===== src/hdl/bus_params.svh =====
`ifndef BUS_PARAMS_SVH
`define BUS_PARAMS_SVH

// pacing, short enough for simulation
`define BUS_STEP_CYCLES     16
`define BUS_DEBOUNCE_LEN    4

// track layout
`define BUS_TRACK_LEN       7
`define BUS_STATION_POS     3

// fares per boarding passenger
`define BUS_FARE_BOTTOM     30
`define BUS_FARE_TOP        20

// fuel and its price
`define BUS_FUEL_MAX        20
`define BUS_FUEL_UNIT       10
`define BUS_FUEL_PRICE      10
`define BUS_BURN_PER_RIDER  5

`endif

===== src/hdl/bus_pkg.sv =====
`default_nettype none

`include "bus_params.svh"

package bus_pkg;

    // passengers waiting or on board, 0 to 2
    typedef logic [1:0] rider_count_t;

    typedef logic [6:0] money_t; // saturates at 127
    typedef logic [6:0] fuel_t;

    typedef enum logic [2:0] {
        PHASE_STANDBY,
        PHASE_ALIGHT,
        PHASE_COLLECT,
        PHASE_REFUEL,
        PHASE_RUN
    } bus_phase_t;

    // one-hot, bit 0 is the bottom stop
    typedef logic [`BUS_TRACK_LEN-1:0] track_pos_t;

endpackage

`default_nettype wire


===== src/hdl/stop_if.sv =====
`timescale 1ns/1ns
`default_nettype none

interface stop_if;

    bus_pkg::rider_count_t bottom_waiting;
    bus_pkg::rider_count_t top_waiting;
    logic                  bottom_board; // one-cycle strobe
    logic                  top_board;

    modport queue (
        output bottom_waiting, top_waiting,
        input  bottom_board, top_board
    );

    modport bus (
        input  bottom_waiting, top_waiting,
        output bottom_board, top_board
    );

endinterface

`default_nettype wire


===== src/hdl/bus_line.sv =====
`timescale 1ns/1ns
`default_nettype none

module bus_line (
    input  wire             clk,
    input  wire             rst,
    input  wire             btn_bottom,
    input  wire             btn_top,
    output logic [15:0]     led,
    output bus_pkg::fuel_t  fuel,
    output bus_pkg::money_t revenue
);

    logic                  step;
    bus_pkg::track_pos_t   pos;
    bus_pkg::rider_count_t load;

    stop_if stops_i ();

    // 0 -> 00, 1 -> 10, 2 -> 11
    function automatic logic [1:0] therm(input bus_pkg::rider_count_t count);
        return {count != 2'd0, count >= 2'd2};
    endfunction

    stop_queues queues_i (
        .clk        (clk),
        .rst        (rst),
        .btn_bottom (btn_bottom),
        .btn_top    (btn_top),
        .stops      (stops_i.queue)
    );

    step_timer timer_i (
        .clk  (clk),
        .rst  (rst),
        .step (step)
    );

    bus_controller ctrl_i (
        .clk     (clk),
        .rst     (rst),
        .step    (step),
        .stops   (stops_i.bus),
        .pos     (pos),
        .load    (load),
        .fuel    (fuel),
        .revenue (revenue)
    );

    assign led = {therm(stops_i.bottom_waiting), 1'b0,
                  therm(stops_i.top_waiting),
                  therm(load), 2'b00,
                  pos};                           // bus position in [6:0]

endmodule

`default_nettype wire


===== src/hdl/bus_controller.sv =====
`timescale 1ns/1ns
`default_nettype none

`include "bus_params.svh"

module bus_controller (
    input  wire                   clk,
    input  wire                   rst,
    input  wire                   step,
    stop_if.bus                   stops,
    output bus_pkg::track_pos_t   pos,
    output bus_pkg::rider_count_t load,
    output bus_pkg::fuel_t        fuel,
    output bus_pkg::money_t       revenue
);

    localparam int LAST = `BUS_TRACK_LEN - 1;

    bus_pkg::bus_phase_t   phase;
    logic                  climbing;
    logic                  serve_top;   // terminal being served
    bus_pkg::rider_count_t here_waiting;
    logic                  queues_empty;
    logic                  boarding;
    logic                  can_buy;
    logic [7:0]            fuel_sum;
    bus_pkg::fuel_t        fuel_bought;
    bus_pkg::money_t       fare;
    logic [8:0]            earned;
    logic [8:0]            revenue_sum;
    bus_pkg::money_t       revenue_collected;
    bus_pkg::fuel_t        burn;
    bus_pkg::fuel_t        fuel_burned;
    bus_pkg::track_pos_t   next_pos;
    logic                  lands_terminal;

    assign here_waiting = serve_top ? stops.top_waiting : stops.bottom_waiting;
    assign queues_empty = (stops.bottom_waiting == 2'd0) && (stops.top_waiting == 2'd0);

    // everyone off, so the waiting group boards on this step
    assign boarding = step && (phase == bus_pkg::PHASE_ALIGHT) && (load == 2'd0);
    assign stops.bottom_board = boarding && !serve_top;
    assign stops.top_board    = boarding && serve_top;

    // one fuel purchase
    assign can_buy = (fuel < 7'(`BUS_FUEL_MAX)) && (revenue > 7'(`BUS_FUEL_PRICE));
    assign fuel_sum = {1'b0, fuel} + 8'(`BUS_FUEL_UNIT);
    assign fuel_bought = (fuel_sum > 8'(`BUS_FUEL_MAX)) ? 7'(`BUS_FUEL_MAX) : fuel_sum[6:0];

    // fare income, capped at 127
    assign fare = serve_top ? 7'(`BUS_FARE_TOP) : 7'(`BUS_FARE_BOTTOM);
    assign earned = {7'b0, load} * {2'b0, fare};
    assign revenue_sum = {2'b0, revenue} + earned;
    assign revenue_collected = (revenue_sum > 9'd127) ? 7'd127 : revenue_sum[6:0];

    // fuel burned per leg, never below empty
    assign burn = {5'b0, load} * 7'(`BUS_BURN_PER_RIDER);
    assign fuel_burned = (fuel < burn) ? 7'd0 : fuel - burn;

    assign next_pos = climbing ? {pos[LAST-1:0], 1'b0} : {1'b0, pos[LAST:1]};
    assign lands_terminal = next_pos[0] || next_pos[LAST];

    always_ff @(posedge clk or posedge rst) begin
        if (rst) begin
            phase     <= bus_pkg::PHASE_STANDBY;
            pos       <= {{LAST{1'b0}}, 1'b1}; // parked at the bottom
            climbing  <= 1'b1;
            serve_top <= 1'b0;
            load      <= 2'd0;
            fuel      <= 7'd0;
            revenue   <= 7'd0;
        end else if (step) begin
            case (phase)
                bus_pkg::PHASE_STANDBY: begin
                    if ((pos[0] && stops.bottom_waiting != 2'd0) ||
                        (pos[LAST] && stops.top_waiting != 2'd0)) begin
                        phase     <= bus_pkg::PHASE_ALIGHT;
                        serve_top <= pos[LAST];
                    end else if ((pos[0] && stops.top_waiting != 2'd0) ||
                                 (pos[LAST] && stops.bottom_waiting != 2'd0)) begin
                        // only the far end has people, go fetch them
                        phase    <= bus_pkg::PHASE_RUN;
                        climbing <= pos[0];
                    end
                end
                bus_pkg::PHASE_ALIGHT: begin
                    if (load != 2'd0) begin
                        load <= load - 2'd1; // one rider off per step
                    end else begin
                        load  <= here_waiting;
                        phase <= bus_pkg::PHASE_COLLECT;
                    end
                end
                bus_pkg::PHASE_COLLECT: begin
                    revenue <= revenue_collected;
                    phase   <= bus_pkg::PHASE_REFUEL;
                end
                bus_pkg::PHASE_REFUEL: begin
                    if (can_buy) begin
                        revenue <= revenue - 7'(`BUS_FUEL_PRICE);
                        fuel    <= fuel_bought;
                    end else begin
                        climbing <= !serve_top; // head away from this end
                        if (load == 2'd0 && queues_empty) begin
                            phase <= bus_pkg::PHASE_STANDBY;
                        end else begin
                            phase <= bus_pkg::PHASE_RUN;
                        end
                    end
                end
                bus_pkg::PHASE_RUN: begin
                    if (pos[`BUS_STATION_POS] && can_buy) begin
                        revenue <= revenue - 7'(`BUS_FUEL_PRICE);
                        fuel    <= fuel_bought;
                    end else begin
                        pos <= next_pos;
                        if (next_pos[`BUS_STATION_POS] || lands_terminal) begin
                            fuel <= fuel_burned;
                        end
                        if (lands_terminal) begin
                            phase     <= bus_pkg::PHASE_ALIGHT;
                            serve_top <= next_pos[LAST];
                        end
                    end
                end
                default: phase <= bus_pkg::PHASE_STANDBY;
            endcase
        end
    end

endmodule

`default_nettype wire


===== src/hdl/step_timer.sv =====
`timescale 1ns/1ns
`default_nettype none

`include "bus_params.svh"

module step_timer (
    input  wire  clk,
    input  wire  rst,
    output logic step
);

    localparam int CNT_W = $clog2(`BUS_STEP_CYCLES);

    logic [CNT_W-1:0] count;
    logic             wrap;

    assign wrap = (count == CNT_W'(`BUS_STEP_CYCLES - 1));

    always_ff @(posedge clk or posedge rst) begin
        if (rst) begin
            count <= '0;
            step  <= 1'b0;
        end else begin
            count <= wrap ? '0 : count + 1'b1;
            step  <= wrap; // first tick on the Nth edge after reset
        end
    end

endmodule

`default_nettype wire


===== src/hdl/stop_queues.sv =====
`timescale 1ns/1ns
`default_nettype none

module stop_queues (
    input wire    clk,
    input wire    rst,
    input wire    btn_bottom,
    input wire    btn_top,
    stop_if.queue stops
);

    logic press_bottom;
    logic press_top;

    // saturating waiting count, board clears it
    function automatic bus_pkg::rider_count_t next_count(
        input bus_pkg::rider_count_t count,
        input logic                  press,
        input logic                  board
    );
        bus_pkg::rider_count_t result;
        result = count;
        if (board) begin
            result = press ? 2'd1 : 2'd0; // a press racing the board stays queued
        end else if (press && count != 2'd2) begin
            result = count + 2'd1;
        end
        return result;
    endfunction

    button_pulse bottom_btn_i (
        .clk   (clk),
        .rst   (rst),
        .btn   (btn_bottom),
        .press (press_bottom)
    );

    button_pulse top_btn_i (
        .clk   (clk),
        .rst   (rst),
        .btn   (btn_top),
        .press (press_top)
    );

    always_ff @(posedge clk or posedge rst) begin
        if (rst) begin
            stops.bottom_waiting <= 2'd0;
            stops.top_waiting    <= 2'd0;
        end else begin
            stops.bottom_waiting <= next_count(stops.bottom_waiting, press_bottom,
                                               stops.bottom_board);
            stops.top_waiting    <= next_count(stops.top_waiting, press_top,
                                               stops.top_board);
        end
    end

endmodule

`default_nettype wire


===== src/hdl/button_pulse.sv =====
`timescale 1ns/1ns
`default_nettype none

`include "bus_params.svh"

module button_pulse (
    input  wire  clk,
    input  wire  rst,
    input  wire  btn,
    output logic press
);

    logic [`BUS_DEBOUNCE_LEN-1:0] samples;
    logic                         down;
    logic                         down_q;

    // down only once every sample in the window is high
    assign down = &samples;

    always_ff @(posedge clk or posedge rst) begin
        if (rst) begin
            samples <= '0;
            down_q  <= 1'b0;
            press   <= 1'b0;
        end else begin
            samples <= {samples[`BUS_DEBOUNCE_LEN-2:0], btn};
            down_q  <= down;
            press   <= down & ~down_q; // rising edge of debounced level
        end
    end

endmodule

`default_nettype wire


===== config.mk =====
export PLATFORM = sky130hd
export DESIGN_NAME = bus_line
export DESIGN_NICKNAME = d
export VERILOG_FILES = /design/src/hdl/bus_pkg.sv /design/src/hdl/stop_if.sv /design/src/hdl/bus_line.sv /design/src/hdl/bus_controller.sv /design/src/hdl/step_timer.sv /design/src/hdl/stop_queues.sv /design/src/hdl/button_pulse.sv
export VERILOG_INCLUDE_DIRS = /design/src /design/src/hdl
export SDC_FILE = /design/constraint.sdc
export NUM_CORES = 1
export LEC_CHECK = 0
export ABC_CLOCK_PERIOD_IN_PS = 6700
export BUFFER_PORTS_ARGS = -buffer_cell sky130_fd_sc_hd__buf_2
export CORE_UTILIZATION = 40
export CTS_BUF_LIST = sky130_fd_sc_hd__clkbuf_16
export CTS_CLUSTER_DIAMETER = 50
export DETAILED_ROUTE_END_ITERATION = 12
export PLACE_DENSITY_LB_ADDON = 0.3
export SKIP_CTS_REPAIR_TIMING = 1
export SYNTH_ARGS = -nofsm -noshare
export SYNTH_HDL_FRONTEND = slang
export SYNTH_HIERARCHICAL = 1
export SYNTH_SLANG_ARGS = --single-unit

===== constraint.sdc =====
create_clock -name clk -period 6.7 [get_ports clk]
set_input_delay 0.335 -clock clk [delete_from_list [all_inputs] [get_ports clk]]
set_output_delay 0.335 -clock clk [all_outputs]
set_load 0.01 [all_outputs]

After elaboration in Yosys (flattened, before gate mapping)
Index checks and enable logic that the tools add are counted.
- add/subtract/negate cells: 8
- $mul: 2
- $lt $le $gt $ge: 8
- equal/unequal tests: 18
- mux-type cells: 37
- bitwise gates (word level): 5
- reductions and logical operators: 41
- operator list (cell ; count):
    $mux 7 ; 9
    $mux 3 ; 7
    $pmux 7 s3 ; 1
    $reduce_and 4->1 ; 4
    $reduce_bool 2->1 ; 8
    $pmux 3 s5 ; 1
    $logic_and 1x1->1 ; 14
    $pmux 7 s2 ; 1
    $mux 2 ; 6
    $ne 2x2->1 const B ; 6
    $ne 2x1->1 const B ; 5
    $reduce_and 5->1 ; 2
    $add 7x9->9 ; 1
    $gt 9x7->1 const B ; 1
    $mul 2x7->9 ; 1
    $add 7x4->8 const B ; 1
    $gt 8x5->1 const B ; 1
    $mux 1 ; 8
    $mux 4 ; 2
    $gt 7x4->1 const B ; 1
    $lt 7x5->1 ; 1
    $lt 7x5->1 const B ; 1
    $sub 7x4->7 const B ; 1
    $sub 7x5->7 ; 1
    other kinds (21) ; 35
- register bits: 49
- bits of input ports: 4
- output and inout port bits: 30
- word-level logic and storage cells: 136

Longest topological paths before layout
- depth after elaboration: 6
- mapped depth: 12
- mapped depth without buffers: 12

Hierarchy
Netlist, hierarchy kept.
- modules (own cells, without submodules) (module ; instances ; cells each ; area an instance (µm²) ; seq. area each (µm²)):
    bus_controller ; 1 ; 278 ; 2364.8 ; 703.2
    button_pulse ; 2 ; 9 ; 178.9 ; 150.1
    stop_queues ; 1 ; 21 ; 214.0 ; 100.1
    step_timer ; 1 ; 13 ; 181.4 ; 125.1
    bus_line ; 1 ; 10 ; 56.3 ; 0.0

Least setup slack after synthesis
Ideal clock, no wire load.
- path kind: register to register
- start: register ctrl_i.revenue[4]
- end: register ctrl_i.revenue[5]
- library setup time: 0.122 ns
- arrival time: 2.682 ns
- data required time: 6.578 ns
- slack: 3.896 ns
- cell stages (with the launch flop): 11
- buffers on the path: 1
- clock period less this slack: 2.804 ns
- cells stage by stage: dfrtp_1 clkbuf_1 inv_1 fa_1 inv_1 ha_1 a21oi_1 xnor2_1 a2bb2oi_1 or3_1 a32o_1
- cells in the longest elaborated chain, start to end: 5
- elaborated cells between the ends (all ways): 13
- classes of those cells: add/sub: 2; order compare: 2; eq/ne: 2; mux: 4; reduce/logical: 3
- ends and longest elaborated chain (element ; line ; source):
    start: declaration ; bus_controller.sv:14 ; output bus_pkg::money_t revenue
    start signal: assignment ; bus_controller.sv:95 ; revenue <= revenue_collected;
    start signal: assignment ; bus_controller.sv:100 ; revenue <= revenue - 7'(`BUS_FUEL_PRICE);
    start signal: assignment ; bus_controller.sv:113 ; revenue <= revenue - 7'(`BUS_FUEL_PRICE);
    parallel branches: the longest is 5 deep, another holds $add 7x9->9 ; -- ;
Parallel ways; which one is timed is not known. The select of a mux whose other input is x is not followed.
A chain may end at the register's enable or synchronous reset.

Worst setup path after layout
- start: register ctrl_i.load[1]
- end: register ctrl_i.revenue[1]
- cells in the longest elaborated chain, start to end: 5
- ends and longest elaborated chain (element ; line ; source):
    start: declaration ; bus_controller.sv:12 ; output bus_pkg::rider_count_t load,
    start signal: assignment ; bus_controller.sv:88 ; load <= load - 2'd1;
    start signal: assignment ; bus_controller.sv:90 ; load <= here_waiting;
    $mul 2x7->9 * ; bus_controller.sv:52 ; assign earned = {7'b0, load} * {2'b0, fare};
    $add 7x9->9 * ; bus_controller.sv:53 ; assign revenue_sum = {2'b0, revenue} + earned;
    $gt 9x7->1 ; bus_controller.sv:54 ; assign revenue_collected = (revenue_sum > 9'd127) ? 7'd127 : revenue_sum[6:0];
    $mux 7 * ; bus_controller.sv:54 ;
    $pmux 7 s3 * ; bus_controller.sv:73 ; case (phase)
Every way passes the cells marked *; elsewhere a longest branch is shown, timed or not.

==> metrics.md <==
| Metric | Value |
|---|---|
| Standard-cell rows | 32 |
| Cell family with most CP delay | compound AO/OA/AOI/OAI gates |
| Slew HR | 0.614 |
| Post-synthesis cell count | 340 |
| Unrepaired setup endpoints after global routing | false |
| Switching share of total power | 0.255 |
| Fin crit share | 0.439 |
| Met1 Routed Length | roughly 3100 microns |
| Routed WL | between 6000 and 7000 microns |
| Critical path origin | ctrl_i/load[1] |
| Worst skew pair latency | between 0.2 and 0.3 ns |
| Routed len/inst | between 10 and 15 microns |
| Tmin final | just under 3 ns |
| Initial antenna violation count | 0 |
| Primary FF master, synth | dfrtp_1 |
| Wire length of the first global-routing pass | 11200 microns |
| Worst-path fanout max | 9 |
| CTS buffer count | 5 |
| Die Span X | between 90 and 100 microns |
| CP max-delay cell | fa_1 |
| Combinational share of power | 0.114 |
| Worst hold slack | 0.146 ns |
| WP data required | just under 7 ns |
| Max incr delay on CP | between 0.5 and 0.6 ns |
| CP Buf/Inv Count | 2 |
| Avg Cell Area, Syn | a little over 9 sq um |
| Setup tns final | 0 ns |
| Worst Hold Class | in2reg |
| DRC violations left | 0 |
| Pwr per Cell Area | approximately 200 mW/mm^2 |
| Clk_skew | between 0.002 and 0.003 ns |
| Routed Antenna Nets | 0 |
| Critical Path Most Common Cell | inv_1 |
| Gr usage total | 0.169 |
| DP HPWL | around 4900 microns |
| Initial Util | 0.413 |
| Final Setup Violations | 0 |
| Leakage | ~1.7 nW |
| YS warnings | 6 |
| Area growth from synthesis to layout | 11.9% |
| MaxCap Viol Count | 0 |
| Wire length on met3 | approximately 190 microns |
| Pre-antenna DRT Iters | 4 |
| NetSw | between 0.15 and 0.2 mW |
| Post-synth EDFFs | 0 |
| Tot Pwr | 0.707 mW |
| Least-Margin Pin Slew | 0.576 ns |
| Longest Clk Path Bufs | 2 |
| Clk pwr share | 0.421 |
| I/O Buffers | 30 |
| Top sig layer | met4 |
| Worst Path Arrival | approximately 3.1 ns |
| Yosys reg bits | 49 |
| Sink Count | 49 |
| Reg power frac | 0.465 |
| Global placement routability congestion | 0.839 |
| Synth cell types | 64 |
| Place WS | ~3.8 ns |
| Grt total ovfl | 0 |
| Layout cells sized above 1 | 0.168 |
| H-tree levels | 2 |
| Final Max Tran Viols | 0 |
| Worst r2r src | ctrl_i/load[1] |
| # diodes | 0 |
| Peak VDD IR | roughly 0.00015 V |
| Clk slew on worst S/H paths | ~0.070 ns |
| Ys async rst share | 1.00 |
| Via count | 2509 |
| Vias in the first global route | between 2000 and 2500 |
| Drt via density | ~5.4 |
| Hold Startpoint | btn_bottom |
| DR WL met2 | between 3000 and 4000 microns |
| Startpoint Class | register |
| Final #Nets | roughly 390 |
| Largest net degree at the start of global routing | 29 |
| Crit path capture type | register |
| CTS tree | yes |
| Seq/Total Area, Yosys | 0.387 |
| Final setup margin | between 3 and 4 ns |
| Status | finished clean |
| Worst-path cell chain | inv_1, fa_1, inv_1, ha_1, a21o_1, a21oi_1, o21ai_0, o31a_1, a31oi_1, o21ai_1 |
| I/O pin total | 34 |
| Core ar. | 0.00769 sq mm |
| Clock Tree Root | clkbuf_16 |
| Hold Fails Final Rpt | 0 |
| Die area | roughly 0.0083 sq mm |
| DR iter-0 viols | 95 |
| Worst setup path class | reg2reg |
| Fmax | between 300 and 400 MHz |
| Die Ht | 91.1 microns |
| P_int | between 0.5 and 0.6 mW |
| Netlist Area Pre-Place | between 0.003 and 0.004 sq mm |
==> state kept, by name (all words and copies together), names as in the netlist, 2 cells and up <==
signal,cells
ctrl_i/pos,7
ctrl_i/load,2
ctrl_i/phase,3
queues_i/bottom_btn_i/samples,4
queues_i/top_btn_i/samples,4
ctrl_i/fuel,7
queues_i/stops.top_waiting,2
ctrl_i/revenue,7
timer_i/count,4
queues_i/stops.bottom_waiting,2
==> worst reg2reg max path, cell delays in order, from the launching register on <==
cell and delay, ns:
dfrtp_1 0.49, inv_1 0.21, fa_1 0.53, inv_1 0.07, ha_1 0.29, a21o_1 0.15, a21oi_1 0.30, o21ai_0 0.28
o31a_1 0.30, a31oi_1 0.13, o21ai_1 0.09
==> final cells by class <==
type / count / area [sq um]
inverters: 26 / 97.6
clock buffers: 5 / 125
clock inverters: 3 / 50.0
flip-flops and latches: 49 / 1230
repair buffers: 32 / 168
well taps: 102 / 128
fillers: 740 / 4140
multi-input cells: 248 / 1750
==> cell families after synthesis <==
family,count (synthesis),synth area share
AOI/OAI and AO/OA,98,0.207
xor gates and xnor gates,9,0.0248
adders and majority gates,22,0.0985
other,1,0.00118
and+or+nand+nor,108,0.191
muxes,8,0.0276
buffers and inverters,45,0.0627
DFF,49,0.387
==> cells in the final DEF (no fill, tap or decap), types with 8 or more instances in the layout <==
| cell type | count |
|---|---|
| o21ai_1 | 8 |
| inv_1 | 26 |
| dfrtp_1 | 47 |
| nand2_1 | 29 |
| buf_2 | 30 |
| ha_1 | 17 |
| o21ai_0 | 16 |
| nor2_1 | 19 |
| a21oi_1 | 25 |
==> layer usage <==
layer | track usage | vias to the layer above
met5 | 0 | -
met3 | 0.0302 | 6
li1 | - | 1248
met4 | 0.0476 | 0
met1 | 0.223 | 1213
met2 | 0.285 | 42
==> path summary, 6_finish.rpt <==
kind                                               endpoint  slack, ns  cells after the start
max in group asynchronous                   ctrl_i/climbing       5.68                      4
max reg2reg                               ctrl_i/revenue[1]       3.76                     10
min in group asynchronous     queues_i/stops.top_waiting[0]       0.51                      3
max                                       ctrl_i/revenue[1]       3.76                     10
min reg2reg                queues_i/bottom_btn_i/samples[2]       0.38                      0
min                        queues_i/bottom_btn_i/samples[0]       0.15                      1
==> Yosys cell counts (all sizes together) (3+ instances only) <==
cell	number	area (sq um)
a21oi	25	125
nor4	3	18.8
a31oi	6	43.8
a21o	7	52.6
o31ai	7	52.6
or2	8	50.1
nor2	19	71.3
ha	17	213
xnor2	5	43.8
and3	3	25.0
fa	5	100
inv	26	97.6
or3	3	18.8
nand2b	7	43.8
xor2	4	35.0
mux2i	5	50.1
dfrtp	47	1180
nor3	5	25.0
clkbuf	13	48.8
o22ai	3	18.8
nor2b	8	65.1
nor3b	3	22.5
nand3	3	15.0
a211oi	5	37.5
buf	6	52.6
nand2	31	121
o21ai	24	120
o41ai	3	26.3
mux2	3	37.5
and2	3	18.8
==> power groups by stage <==
stage / logic, mW / clock network (mW) / registers, mW
after floorplan: 0.0604 / 0 / 0.328
after global placement: 0.0758 / 0 / 0.334
after detailed placement: 0.0788 / 0 / 0.334
after CTS: 0.0807 / 0.305 / 0.329
after global routing: 0.0904 / 0.316 / 0.332
final: 0.0807 / 0.297 / 0.329
==> through the flow <==
step | cells | util | area (sq um)
2_1_floorplan | 342 | - | 3180
3_3_place_gp | 456 | 0.438 | 3370
3_5_place_dp | 456 | 0.438 | 3370
4_1_cts | 464 | 0.461 | 3540
5_1_grt | 465 | 0.462 | 3550
6_report | 465 | 0.462 | 3550
No activity file was read; power rests on OpenSTA's default activity.
